$ cat config.mk
export PLATFORM = sky130hd
export DESIGN_NAME = cpu_top
export DESIGN_NICKNAME = d
export VERILOG_FILES = /design/src/verilog/cpu_isa_pkg.sv /design/src/verilog/cpu_irq_pkg.sv /design/src/verilog/instr_fetch.sv /design/src/verilog/execute_unit.sv /design/src/verilog/irq_vector_table.sv /design/src/verilog/irq_queue.sv /design/src/verilog/cpu_top.sv
export SDC_FILE = /design/constraint.sdc
export NUM_CORES = 1
export LEC_CHECK = 0
export BUFFER_PORTS_ARGS = -buffer_cell sky130_fd_sc_hd__buf_2
export CAP_MARGIN = 25
export CORE_MARGIN = 2
export CORE_UTILIZATION = 50
export DETAILED_ROUTE_END_ITERATION = 12
export GPL_ROUTABILITY_DRIVEN = 1
export PLACE_DENSITY = 0.73
export SLEW_MARGIN = 0
export SYNTH_ARGS = -nofsm -noshare
export SYNTH_HDL_FRONTEND = slang
export SYNTH_SLANG_ARGS = --single-unit
$ cat constraint.sdc
create_clock -name CLOCK_50 -period 5.97 [get_ports CLOCK_50]
set_input_delay 0.8955 -clock CLOCK_50 [delete_from_list [all_inputs] [get_ports CLOCK_50]]
set_output_delay 0.8955 -clock CLOCK_50 [all_outputs]
set_load 0.05 [all_outputs]
$ cat src/verilog/cpu_isa_pkg.sv
package cpu_isa_pkg;

    // Datapath and register file geometry.
    localparam int WORD_W    = 32;
    localparam int NUM_REGS  = 8;
    localparam int REG_IDX_W = 3;

    // One instruction is an opcode byte and two little-endian operands.
    localparam int INSTR_BYTES = 9;
    localparam int OPND_BYTES  = 4;

    // Opcode byte values.
    localparam logic [7:0] OP_NOP   = 8'h00;
    localparam logic [7:0] OP_MOVI  = 8'h01;
    localparam logic [7:0] OP_MOV   = 8'h02;
    localparam logic [7:0] OP_ADD   = 8'h03;
    localparam logic [7:0] OP_SUB   = 8'h04;
    localparam logic [7:0] OP_JMP   = 8'h05;
    localparam logic [7:0] OP_SETIV = 8'h06;
    localparam logic [7:0] OP_PUTC  = 8'h07;
    localparam logic [7:0] OP_IRET  = 8'h08;

    // Character cell index width of the text port.
    localparam int CELL_W = 11;

    // The interrupt value lands in R7.
    localparam logic [REG_IDX_W-1:0] KEY_REG = 3'd7;

    // An operand word is either an immediate or a register reference,
    // depending on the opcode that carries it.
    typedef union packed {
        logic [WORD_W-1:0] imm;
        struct packed {
            logic [WORD_W-REG_IDX_W-1:0] unused;
            logic [REG_IDX_W-1:0]        idx;
        } rf;
    } operand_u;

endpackage

$ cat src/verilog/cpu_irq_pkg.sv
package cpu_irq_pkg;

    // Vector table size and the matching type width.
    localparam int NUM_IRQ_TYPES = 4;
    localparam int IRQ_TYPE_W    = 2;

    // Interrupt type raised by the key input.
    localparam logic [IRQ_TYPE_W-1:0] IRQ_KEY = 2'd0;

    // Width of a key code carried as the interrupt value.
    localparam int KEY_W = 8;

    // Default number of queued interrupts.
    localparam int IRQ_QUEUE_DEPTH = 8;

endpackage

$ cat src/verilog/instr_fetch.sv
`timescale 1ns/1ps

module instr_fetch (
    input  logic                          CLOCK_50,
    input  logic                          rst_n_i,
    input  logic                          fetch_start_i,
    input  logic [cpu_isa_pkg::WORD_W-1:0] fetch_ip_i,
    output logic                          mem_req_o,
    output logic [cpu_isa_pkg::WORD_W-1:0] mem_addr_o,
    input  logic                          mem_ack_i,
    input  logic [7:0]                    mem_data_i,
    output logic                          instr_valid_o,
    output logic [7:0]                    opcode_o,
    output cpu_isa_pkg::operand_u         operand1_o,
    output cpu_isa_pkg::operand_u         operand2_o
);
    import cpu_isa_pkg::*;

    localparam int CNT_W = $clog2(INSTR_BYTES);

    localparam logic [1:0] S_IDLE     = 2'd0;
    localparam logic [1:0] S_ISSUE    = 2'd1;
    localparam logic [1:0] S_WAIT_ACK = 2'd2;
    localparam logic [1:0] S_WAIT_LOW = 2'd3;

    logic [1:0]       state;
    logic [CNT_W-1:0] byte_cnt;

    // Handshake control and byte counter.
    always_ff @(posedge CLOCK_50)
    begin
        if (!rst_n_i)
        begin
            state         <= S_IDLE;
            byte_cnt      <= '0;
            mem_req_o     <= 1'b0;
            instr_valid_o <= 1'b0;
        end
        else
        begin
            instr_valid_o <= 1'b0;
            case (state)
                S_IDLE:
                begin
                    if (fetch_start_i)
                    begin
                        byte_cnt <= '0;
                        state    <= S_ISSUE;
                    end
                end
                S_ISSUE:
                begin
                    // Only raise a request once the previous ack is gone.
                    if (!mem_ack_i)
                    begin
                        mem_req_o <= 1'b1;
                        state     <= S_WAIT_ACK;
                    end
                end
                S_WAIT_ACK:
                begin
                    if (mem_ack_i)
                    begin
                        mem_req_o <= 1'b0;
                        state     <= S_WAIT_LOW;
                    end
                end
                default:
                begin
                    if (!mem_ack_i)
                    begin
                        if (byte_cnt == CNT_W'(INSTR_BYTES - 1))
                        begin
                            instr_valid_o <= 1'b1;
                            state         <= S_IDLE;
                        end
                        else
                        begin
                            byte_cnt  <= byte_cnt + 1'b1;
                            mem_req_o <= 1'b1;
                            state     <= S_WAIT_ACK;
                        end
                    end
                end
            endcase
        end
    end

    // Address and instruction bytes.
    always_ff @(posedge CLOCK_50)
    begin
        if (state == S_IDLE && fetch_start_i)
        begin
            mem_addr_o <= fetch_ip_i;
        end
        else if (state == S_WAIT_LOW && !mem_ack_i)
        begin
            mem_addr_o <= mem_addr_o + 1'b1;
        end

        if (state == S_WAIT_ACK && mem_ack_i)
        begin
            // Operands arrive low byte first.
            if (byte_cnt == '0)
                opcode_o <= mem_data_i;
            else if (byte_cnt <= CNT_W'(OPND_BYTES))
                operand1_o.imm <= {mem_data_i, operand1_o.imm[WORD_W-1:8]};
            else
                operand2_o.imm <= {mem_data_i, operand2_o.imm[WORD_W-1:8]};
        end
    end

    a_addr_stable: assert property (
        @(posedge CLOCK_50) disable iff (!rst_n_i)
        (mem_req_o && $past(mem_req_o)) |-> $stable(mem_addr_o)
    );

endmodule

$ cat src/verilog/execute_unit.sv
`timescale 1ns/1ps

module execute_unit (
    input  logic                               CLOCK_50,
    input  logic                               rst_n_i,
    output logic                               fetch_start_o,
    output logic [cpu_isa_pkg::WORD_W-1:0]     fetch_ip_o,
    input  logic                               instr_valid_i,
    input  logic [7:0]                         opcode_i,
    input  cpu_isa_pkg::operand_u              operand1_i,
    input  cpu_isa_pkg::operand_u              operand2_i,
    output logic                               vec_we_o,
    output logic [cpu_irq_pkg::IRQ_TYPE_W-1:0] vec_idx_o,
    output logic [cpu_isa_pkg::WORD_W-1:0]     vec_data_o,
    input  logic [cpu_isa_pkg::WORD_W-1:0]     vec_addr_i,
    input  logic                               irq_pending_i,
    input  logic [cpu_irq_pkg::IRQ_TYPE_W-1:0] irq_type_i,
    input  logic [cpu_irq_pkg::KEY_W-1:0]      irq_value_i,
    output logic                               irq_pop_o,
    output logic                               char_we_o,
    output logic [cpu_isa_pkg::CELL_W-1:0]     char_cell_o,
    output logic [7:0]                         char_data_o,
    output logic                               irq_active_o
);
    import cpu_isa_pkg::*;
    import cpu_irq_pkg::*;

    localparam logic [2:0] S_BOOT  = 3'd0;
    localparam logic [2:0] S_FETCH = 3'd1;
    localparam logic [2:0] S_WAIT  = 3'd2;
    localparam logic [2:0] S_EXEC  = 3'd3;
    localparam logic [2:0] S_CHECK = 3'd4;

    logic [2:0]           state;
    logic [WORD_W-1:0]    ip;
    logic                 ir;
    logic [WORD_W-1:0]    regs [NUM_REGS];
    logic [WORD_W-1:0]    shadow_regs [NUM_REGS];
    logic [WORD_W-1:0]    shadow_ip;
    logic [REG_IDX_W-1:0] dst_idx;
    logic [REG_IDX_W-1:0] src_idx;
    logic [WORD_W-1:0]    dst_val;
    logic [WORD_W-1:0]    src_val;
    logic                 take_irq;

    assign dst_idx = operand1_i.rf.idx;
    assign src_idx = operand2_i.rf.idx;
    assign dst_val = regs[dst_idx];
    assign src_val = regs[src_idx];

    assign take_irq = (state == S_CHECK) && irq_pending_i && !ir;

    assign fetch_start_o = (state == S_FETCH);
    assign fetch_ip_o    = ip;
    assign irq_pop_o     = take_irq;
    assign irq_active_o  = ir;

    // SETIV writes the table; in the check cycle the index selects the pending type.
    assign vec_we_o   = (state == S_EXEC) && (opcode_i == OP_SETIV);
    assign vec_idx_o  = (state == S_CHECK) ? irq_type_i : operand1_i.imm[IRQ_TYPE_W-1:0];
    assign vec_data_o = operand2_i.imm;

    assign char_we_o   = (state == S_EXEC) && (opcode_i == OP_PUTC);
    assign char_cell_o = operand1_i.imm[CELL_W-1:0];
    assign char_data_o = src_val[7:0];

    // Sequencer, register file and interrupt entry/return.
    always_ff @(posedge CLOCK_50)
    begin
        if (!rst_n_i)
        begin
            state <= S_BOOT;
            ip    <= '0;
            ir    <= 1'b0;
            for (int i = 0; i < NUM_REGS; i++)
                regs[i] <= '0;
        end
        else
        begin
            case (state)
                S_BOOT:
                    state <= S_FETCH;
                S_FETCH:
                    state <= S_WAIT;
                S_WAIT:
                begin
                    if (instr_valid_i)
                        state <= S_EXEC;
                end
                S_EXEC:
                begin
                    state <= S_CHECK;
                    if (opcode_i != OP_JMP && opcode_i != OP_IRET)
                        ip <= ip + WORD_W'(INSTR_BYTES);
                    case (opcode_i)
                        OP_MOVI: regs[dst_idx] <= operand2_i.imm;
                        OP_MOV:  regs[dst_idx] <= src_val;
                        OP_ADD:  regs[dst_idx] <= dst_val + src_val;
                        OP_SUB:  regs[dst_idx] <= dst_val - src_val;
                        OP_JMP:  ip <= operand1_i.imm;
                        OP_IRET:
                        begin
                            for (int i = 0; i < NUM_REGS; i++)
                                regs[i] <= shadow_regs[i];
                            ip <= shadow_ip;
                            ir <= 1'b0;
                        end
                        default: ;
                    endcase
                end
                default:
                begin
                    state <= S_FETCH;
                    if (take_irq)
                    begin
                        // IP already points past the interrupted instruction.
                        regs[KEY_REG] <= {{(WORD_W-KEY_W){1'b0}}, irq_value_i};
                        ip <= vec_addr_i;
                        ir <= 1'b1;
                    end
                end
            endcase
        end
    end

    // Saved copy of the main program state.
    always_ff @(posedge CLOCK_50)
    begin
        if (take_irq)
        begin
            for (int i = 0; i < NUM_REGS; i++)
                shadow_regs[i] <= regs[i];
            shadow_ip <= ip;
        end
    end

    // A fetched instruction only arrives while the sequencer waits for it.
    a_valid_in_wait: assert property (
        @(posedge CLOCK_50) disable iff (!rst_n_i)
        instr_valid_i |-> state == S_WAIT
    );

endmodule

$ cat src/verilog/irq_vector_table.sv
`timescale 1ns/1ps

module irq_vector_table (
    input  logic                               CLOCK_50,
    input  logic                               rst_n_i,
    input  logic                               vec_we_i,
    input  logic [cpu_irq_pkg::IRQ_TYPE_W-1:0] vec_idx_i,
    input  logic [cpu_isa_pkg::WORD_W-1:0]     vec_data_i,
    output logic [cpu_isa_pkg::WORD_W-1:0]     vec_addr_o
);
    import cpu_isa_pkg::*;
    import cpu_irq_pkg::*;

    // One service routine address per interrupt type.
    logic [WORD_W-1:0] vec_table [NUM_IRQ_TYPES];

    always_ff @(posedge CLOCK_50)
    begin
        if (!rst_n_i)
        begin
            for (int i = 0; i < NUM_IRQ_TYPES; i++)
                vec_table[i] <= '0;
        end
        else if (vec_we_i)
        begin
            vec_table[vec_idx_i] <= vec_data_i;
        end
    end

    // The execute unit needs the address in the same cycle it takes the interrupt.
    assign vec_addr_o = vec_table[vec_idx_i];

endmodule

$ cat src/verilog/irq_queue.sv
`timescale 1ns/1ps

module irq_queue #(
    parameter int DEPTH = cpu_irq_pkg::IRQ_QUEUE_DEPTH
) (
    input  logic                               CLOCK_50,
    input  logic                               rst_n_i,
    input  logic                               key_valid_i,
    input  logic [cpu_irq_pkg::KEY_W-1:0]      key_code_i,
    input  logic                               irq_pop_i,
    output logic                               irq_pending_o,
    output logic [cpu_irq_pkg::IRQ_TYPE_W-1:0] irq_type_o,
    output logic [cpu_irq_pkg::KEY_W-1:0]      irq_value_o
);
    import cpu_irq_pkg::*;

    localparam int PTR_W   = $clog2(DEPTH);
    localparam int ENTRY_W = IRQ_TYPE_W + KEY_W;

    // Each entry keeps the type and its value together.
    logic [ENTRY_W-1:0] entries [DEPTH];
    logic [PTR_W-1:0]   wr_ptr;
    logic [PTR_W-1:0]   rd_ptr;
    logic [PTR_W:0]     count;
    logic               full;
    logic               push;
    logic               pop;

    assign full = (count == (PTR_W+1)'(DEPTH));
    assign push = key_valid_i && !full;
    assign pop  = irq_pop_i && irq_pending_o;

    always_ff @(posedge CLOCK_50)
    begin
        if (!rst_n_i)
        begin
            wr_ptr <= '0;
            rd_ptr <= '0;
            count  <= '0;
        end
        else
        begin
            if (push)
                wr_ptr <= wr_ptr + 1'b1;
            if (pop)
                rd_ptr <= rd_ptr + 1'b1;
            if (push && !pop)
                count <= count + 1'b1;
            else if (pop && !push)
                count <= count - 1'b1;
        end
    end

    always_ff @(posedge CLOCK_50)
    begin
        if (push)
            entries[wr_ptr] <= {IRQ_KEY, key_code_i};
    end

    // The head of the queue is always on the outputs.
    assign irq_pending_o = (count != '0);
    assign {irq_type_o, irq_value_o} = entries[rd_ptr];

    a_count_bound: assert property (
        @(posedge CLOCK_50) disable iff (!rst_n_i)
        count <= (PTR_W+1)'(DEPTH)
    );

    // A pop must find a real entry at the head.
    a_pop_pending: assert property (
        @(posedge CLOCK_50) disable iff (!rst_n_i)
        irq_pop_i |-> irq_pending_o
    );

endmodule

$ cat src/verilog/cpu_top.sv
`timescale 1ns/1ps

module cpu_top (
    input  logic                           CLOCK_50,
    input  logic                           rst_n_i,
    output logic                           mem_req_o,
    output logic [cpu_isa_pkg::WORD_W-1:0] mem_addr_o,
    input  logic                           mem_ack_i,
    input  logic [7:0]                     mem_data_i,
    input  logic                           key_valid_i,
    input  logic [cpu_irq_pkg::KEY_W-1:0]  key_code_i,
    output logic                           char_we_o,
    output logic [cpu_isa_pkg::CELL_W-1:0] char_cell_o,
    output logic [7:0]                     char_data_o,
    output logic                           irq_active_o
);
    import cpu_isa_pkg::*;
    import cpu_irq_pkg::*;

    logic                  fetch_start;
    logic [WORD_W-1:0]     fetch_ip;
    logic                  instr_valid;
    logic [7:0]            opcode;
    operand_u              operand1;
    operand_u              operand2;
    logic                  vec_we;
    logic [IRQ_TYPE_W-1:0] vec_idx;
    logic [WORD_W-1:0]     vec_data;
    logic [WORD_W-1:0]     vec_addr;
    logic                  irq_pending;
    logic [IRQ_TYPE_W-1:0] irq_type;
    logic [KEY_W-1:0]      irq_value;
    logic                  irq_pop;

    instr_fetch instr_fetch_inst (
        .CLOCK_50      (CLOCK_50),
        .rst_n_i       (rst_n_i),
        .fetch_start_i (fetch_start),
        .fetch_ip_i    (fetch_ip),
        .mem_req_o     (mem_req_o),
        .mem_addr_o    (mem_addr_o),
        .mem_ack_i     (mem_ack_i),
        .mem_data_i    (mem_data_i),
        .instr_valid_o (instr_valid),
        .opcode_o      (opcode),
        .operand1_o    (operand1),
        .operand2_o    (operand2)
    );

    execute_unit execute_unit_inst (
        .CLOCK_50      (CLOCK_50),
        .rst_n_i       (rst_n_i),
        .fetch_start_o (fetch_start),
        .fetch_ip_o    (fetch_ip),
        .instr_valid_i (instr_valid),
        .opcode_i      (opcode),
        .operand1_i    (operand1),
        .operand2_i    (operand2),
        .vec_we_o      (vec_we),
        .vec_idx_o     (vec_idx),
        .vec_data_o    (vec_data),
        .vec_addr_i    (vec_addr),
        .irq_pending_i (irq_pending),
        .irq_type_i    (irq_type),
        .irq_value_i   (irq_value),
        .irq_pop_o     (irq_pop),
        .char_we_o     (char_we_o),
        .char_cell_o   (char_cell_o),
        .char_data_o   (char_data_o),
        .irq_active_o  (irq_active_o)
    );

    irq_vector_table irq_vector_table_inst (
        .CLOCK_50   (CLOCK_50),
        .rst_n_i    (rst_n_i),
        .vec_we_i   (vec_we),
        .vec_idx_i  (vec_idx),
        .vec_data_i (vec_data),
        .vec_addr_o (vec_addr)
    );

    irq_queue #(
        .DEPTH (IRQ_QUEUE_DEPTH)
    ) irq_queue_inst (
        .CLOCK_50      (CLOCK_50),
        .rst_n_i       (rst_n_i),
        .key_valid_i   (key_valid_i),
        .key_code_i    (key_code_i),
        .irq_pop_i     (irq_pop),
        .irq_pending_o (irq_pending),
        .irq_type_o    (irq_type),
        .irq_value_o   (irq_value)
    );

endmodule

== After elaboration in Yosys (flattened, before gate mapping) ==
Memory sizes are Yosys's and may differ from the RTL's. A register that Yosys moved wholly into a read port is not among the register bits.
Index checks and enable logic that the tools add are counted.
Storage, ports and cells
  bits of input ports: 20
  register bits: 190
  output and inout port bits: 54
  memories kept: 4
  RAM bits: 704
Operators by class
  reduce and logical (&&, ||, !) cells: 38
  muxes and demuxes: 83
  bitwise gates (word level): 18
  equal/unequal tests: 30
  magnitude comparators: 1
  add/subtract/negate cells: 9
Memory list
  execute_unit_inst.regs: words 8, width 32, rd ports 10, clocked after Yosys merged registers in 2, write ports 8, RTL line execute_unit.sv:37  | logic [WORD_W-1:0] regs [NUM_REGS];
  execute_unit_inst.shadow_regs: words 8, width 32, rd ports 8, clocked after Yosys merged registers in 0, write ports 8, RTL line execute_unit.sv:38  | logic [WORD_W-1:0] shadow_regs [NUM_REGS];
  irq_vector_table_inst.vec_table: words 4, width 32, rd ports 1, clocked after Yosys merged registers in 0, write ports 4, RTL line irq_vector_table.sv:15  | logic [WORD_W-1:0] vec_table [NUM_IRQ_TYPES];
  irq_queue_inst.entries: words 8, width 8, rd ports 1, clocked after Yosys merged registers in 1, write ports 1, RTL line irq_queue.sv:21  | logic [ENTRY_W-1:0] entries [DEPTH];
Operator list (number)
  two-way mux 32 bit: 18
  one-hot mux 32 bit (2 select lines): 2
  OR reduction 32 bit: 2
  two-way mux 1 bit: 40
  adder 32 x 1 -> 32 bit (second input constant): 1
  adder 32 bit: 1
  adder 32 x 4 -> 32 bit (second input constant): 1
  == test 8 x 3 -> 1 bit (second input constant): 4
  subtractor 32 bit: 1
  two-way mux 4 bit: 5
  two-way mux 3 bit: 6
  == test 8 x 2 -> 1 bit (second input constant): 2
  two-way mux 2 bit: 7
  logical AND 1 bit: 12
  bitwise OR 1 bit: 12
  AND reduction 3 bit: 4
  inequality test 2 bit (second input constant): 5
  one-hot mux 3 bit (3 select lines): 1
  adder 4 x 1 -> 4 bit (second input constant): 2
  == test 4 bit (second input constant): 2
  == test 8 x 1 -> 1 bit (second input constant): 1
  == test 8 x 4 -> 1 bit (second input constant): 1
  inequality test 8 x 3 -> 1 bit (second input constant): 1
  inequality test 8 x 4 -> 1 bit (second input constant): 1
  30 further kinds: 47

== Depth between registers and ports, before layout ==
  word-level depth: 10
  gate-level depth with buffers: 15

== Cells and area by module ==
From an unflattened synthesis, not the netlist that was laid out.
Second synthesis, totals
  cells, all modules: 1826
  area, all modules: 23902.9 µm²
Modules (own cells, without submodules)
  execute_unit: sequential area each 5525.3 µm², cells each 953, area each 10550.1 µm², times used 1
  irq_vector_table: sequential area each 3843.7 µm², cells each 357, area each 5470.2 µm², times used 1
  instr_fetch: sequential area each 3283.1 µm², cells each 347, area each 4715.8 µm², times used 1
  irq_queue: sequential area each 2182.1 µm², cells each 169, area each 3166.8 µm², times used 1

== Worst setup path after synthesis ==
No wires, ideal clock.
  path type: input -> register
  from: input port mem_ack_i
  to: register (tool-made name)
  required time: 5.896 ns
  setup time: 0.074 ns
  cell stages on the path: 3
  arrival: 4.978 ns
  path slack: 0.918 ns
  path through: nand2_1 -> nor4_1 -> mux2_2
RTL lines
  start, declared: RTL line cpu_top.sv:8  | input logic mem_ack_i,

==> impl_metrics.py <==
metrics = {
    "route": {
        "drt_first_pass_iters": 6,
        "first_iter_violations": 1557,
        "dr_total_vias": 13592,
        "route.detailed.drc": 0,
        "ant_nets": 0,
        "vias_per_cell": 6.076,
        "post_drt_wl_per_cell_um": 22.59,
        "totalWireLength_um": 50540,
    },
    "yosys": {
        "synth_nets": 1673,
        "yosys_warnings": 0,
        "seq_area_frac_synth": 0.6235,
        "synth_edf_count": 389,
        "syn_avg_cell_area_um2": 12.80,
        "async_flop_share": 0,
        "synth_top_flop_cell": "edfxtp_1",
        "ys_ff_latch": 452,
        "synth_area_mm2": 0.02076,
        "synth_cells": 1622,
        "yosysUniqueCellTypes": 79,
    },
    "timing": {
        "worstMarginPinSlew_ps": 1095,
        "min_period_ps": 4217,
        "max_freq_mhz": 237.2,
        "rsz0062_at_grt": "no",
        "period_share": 0.7063,
        "relSlewSlack": 0.2682,
        "finClkSkew_ps": 26.06,
        "drv_slew": 0,
        "hold_viol": 0,
        "setup_viol": 0,
        "setup_ws_ps": 1753,
        "setup_tns_ps": 0,
        "worst_hold_slack_ps": 448.5,
    },
    "placed_design": {
        "hpwl_um": 33660,
        "dp_slack_ps": 1769,
        "place.gp.congestion": 0.9233,
        "portBuffers": 73,
        "placed_cell_area_mm2": 0.02160,
    },
    "floorplan": {
        "initial_core_util": 0.5072,
        "coreArea_mm2": 0.04092,
        "die_w_um": 207.7,
        "fp.dieH_um": 207.7,
        "io_pins": 74,
        "die_area_mm2": 0.04316,
        "rows": 74,
    },
    "global_routing": {
        "overflow": 0,
        "grt_pass1_wl_um": 78090,
        "grt_max_degree": 76,
        "track_usage": 0.2326,
        "antenna_found_initial": 4,
        "grt_pass1_vias": 13218,
    },
    "outcome": {
        "status": "complete, no violations",
    },
    "setup_path": {
        "crit_type": "reg2reg",
        "critPathLaunchType": "flop",
        "end_kind": "flop",
        "crit_path_max_fanout": 10,
        "reg2reg_slack_ps": 1750,
        "cp.arrival_ps": 4520,
        "crit_required_ps": 6280,
    },
    "layout": {
        "final_nets": 1718,
        "design_area_mm2": 0.02313,
        "drive_above_1_share": 0.1497,
        "n_fill_cell": 3257,
        "area_delta_synth_final_pct": 11.44,
    },
    "clock_tree": {
        "clock_latency_ps": 590,
        "clk_pin_slew_ps": 60,
        "post_cts_buffers": 0,
        "clockBufferDepth": 3,
        "cts_resized": 0,
        "tritoncts": "built",
        "holdBufCountCts": 0,
        "clock-root-buffer": "clkbuf_16",
        "cts_num_sinks": 452,
        "htreeDepth": 2,
        "cts_buffers": 45,
    },
    "power": {
        "p_leak_nw": 7.983,
        "power_density_mw_per_mm2": 335.0,
        "ir_worst_vdd_v": 0.0001885,
    },
    "hold_path": {
        "hold_start": "instr_fetch_inst.operand2_o[29]",
        "worst_hold_path_type": "reg2reg",
    },
    "job": {
        "drv_cap": 0,
    },
}
==> synthesized netlist by cell type, drive strengths merged (12+ instances only) <==
cell	count	share of area
xor2	28	0.012
mux2	18	0.0098
and2	74	0.022
edfxtp	389	0.56
a221oi	27	0.012
a21oi	50	0.012
inv	34	0.0061
nand2	224	0.041
o211ai	15	0.0054
nand3	50	0.012
dfxtp	63	0.061
buf	40	0.011
mux2i	31	0.016
nor2b	27	0.0081
ha	28	0.017
clkbuf	61	0.011
nor3	19	0.0053
mux4	48	0.052
and3	18	0.0054
nor2	60	0.011
xnor2	41	0.017
nand2b	12	0.0036
o21ai	124	0.030
==> report_power, final <==
part           switching, W  internal [W]
Combinational      0.000681      0.000329
Sequential         0.000189       0.00365
Clock               0.00120       0.00170
Total               0.00207       0.00568
==> critical path, cell delays in order (launching register included) <==
cell	delay [ps]
dfxtp_1	590
buf_4	320
mux4_2	520
mux2i_1	400
inv_1	150
ha_1	320
nor2b_1	60
o311ai_1	340
a2bb2oi_1	150
xnor2_1	180
a2111o_1	460
a22oi_4	330
o21ai_1	120
==> layout by cell type, fill, tap and decap left out, drive strengths merged, types with 41 or more instances in the layout <==
cell      n
edfxtp  389
nand2   224
o21ai   124
buf      99
and2     74
dfxtp    63
clkbuf   61
nor2     60
nand3    50
a21oi    50
mux4     48
xnor2    41
==> cells by family (layout without fill, tap and decap cells) <==
| kind of cell | Yosys count | after routing | share of synthesized area |
|---|---|---|---|
| and+or+nand+nor | 536 | 536 | 0.1282 |
| xor gates and xnor gates | 69 | 69 | 0.02912 |
| muxes | 97 | 97 | 0.07800 |
| other | 0 | 2 | 0 |
| adders and majority gates | 31 | 31 | 0.01977 |
| AOI/OAI and AO/OA | 302 | 302 | 0.09362 |
| buffers and inverters | 135 | 216 | 0.02779 |
| DFF | 452 | 452 | 0.6235 |
==> flip-flops by register name, indices dropped and copies added (netlist names), named ones only <==
register                         count
execute_unit_inst.regs              64
execute_unit_inst.shadow_regs       64
irq_queue_inst.entries              64
irq_vector_table_inst.vec_table     61
execute_unit_inst.fetch_ip_o        32
execute_unit_inst.shadow_ip         32
instr_fetch_inst.mem_addr_o         32
instr_fetch_inst.operand1_o         32
instr_fetch_inst.operand2_o         32
instr_fetch_inst.opcode_o            8
instr_fetch_inst.byte_cnt            4
irq_queue_inst.count                 4
execute_unit_inst.state              3
irq_queue_inst.rd_ptr                3
irq_queue_inst.wr_ptr                3
instr_fetch_inst.state               2
execute_unit_inst.irq_active_o       1
instr_fetch_inst.instr_valid_o       1
instr_fetch_inst.mem_req_o           1
==> cell type report <==
class	count	area, um2	share of cell area
timing repair buffer	99	595.6	0.02575
sequential	452	12940	0.5595
clock buffer	61	1216	0.05258
multi-input combinational	1035	7295	0.3154
inverter	34	127.6	0.005517
tap	532	665.6	0.02878
clock inverter	22	284.0	0.01228
antenna	2	5.005	0.0002164
==> metal layers <==
layer  GRT usage  share of wire  vias up
met1      0.3343           0.43     6769
met3     0.04100          0.078       98
met5           0        0.00014        -
li1            -              -     6154
met4     0.08926          0.034        2
met2      0.3555           0.46      569
==> per-stage QoR <==
stage	utilization	power [W]	instances
4_1_cts	0.5644	0.007795	2234
3_5_place_dp	0.5278	0.004913	2151
5_1_grt	0.5652	0.008019	2236
3_3_place_gp	0.5268	0.004869	2148
6_report	0.5652	0.007749	2237
2_1_floorplan	-	0.004600	1622
==> final timing paths <==
kind / to / cells after the start
worst max-delay path: execute_unit_inst.regs[5][7] / 12
worst max register to register: execute_unit_inst.regs[5][7] / 12
worst min register to register: instr_fetch_inst.operand2_o[21] / 0
worst min-delay path: instr_fetch_inst.operand2_o[21] / 0
Power figures use the tool's default switching activity.
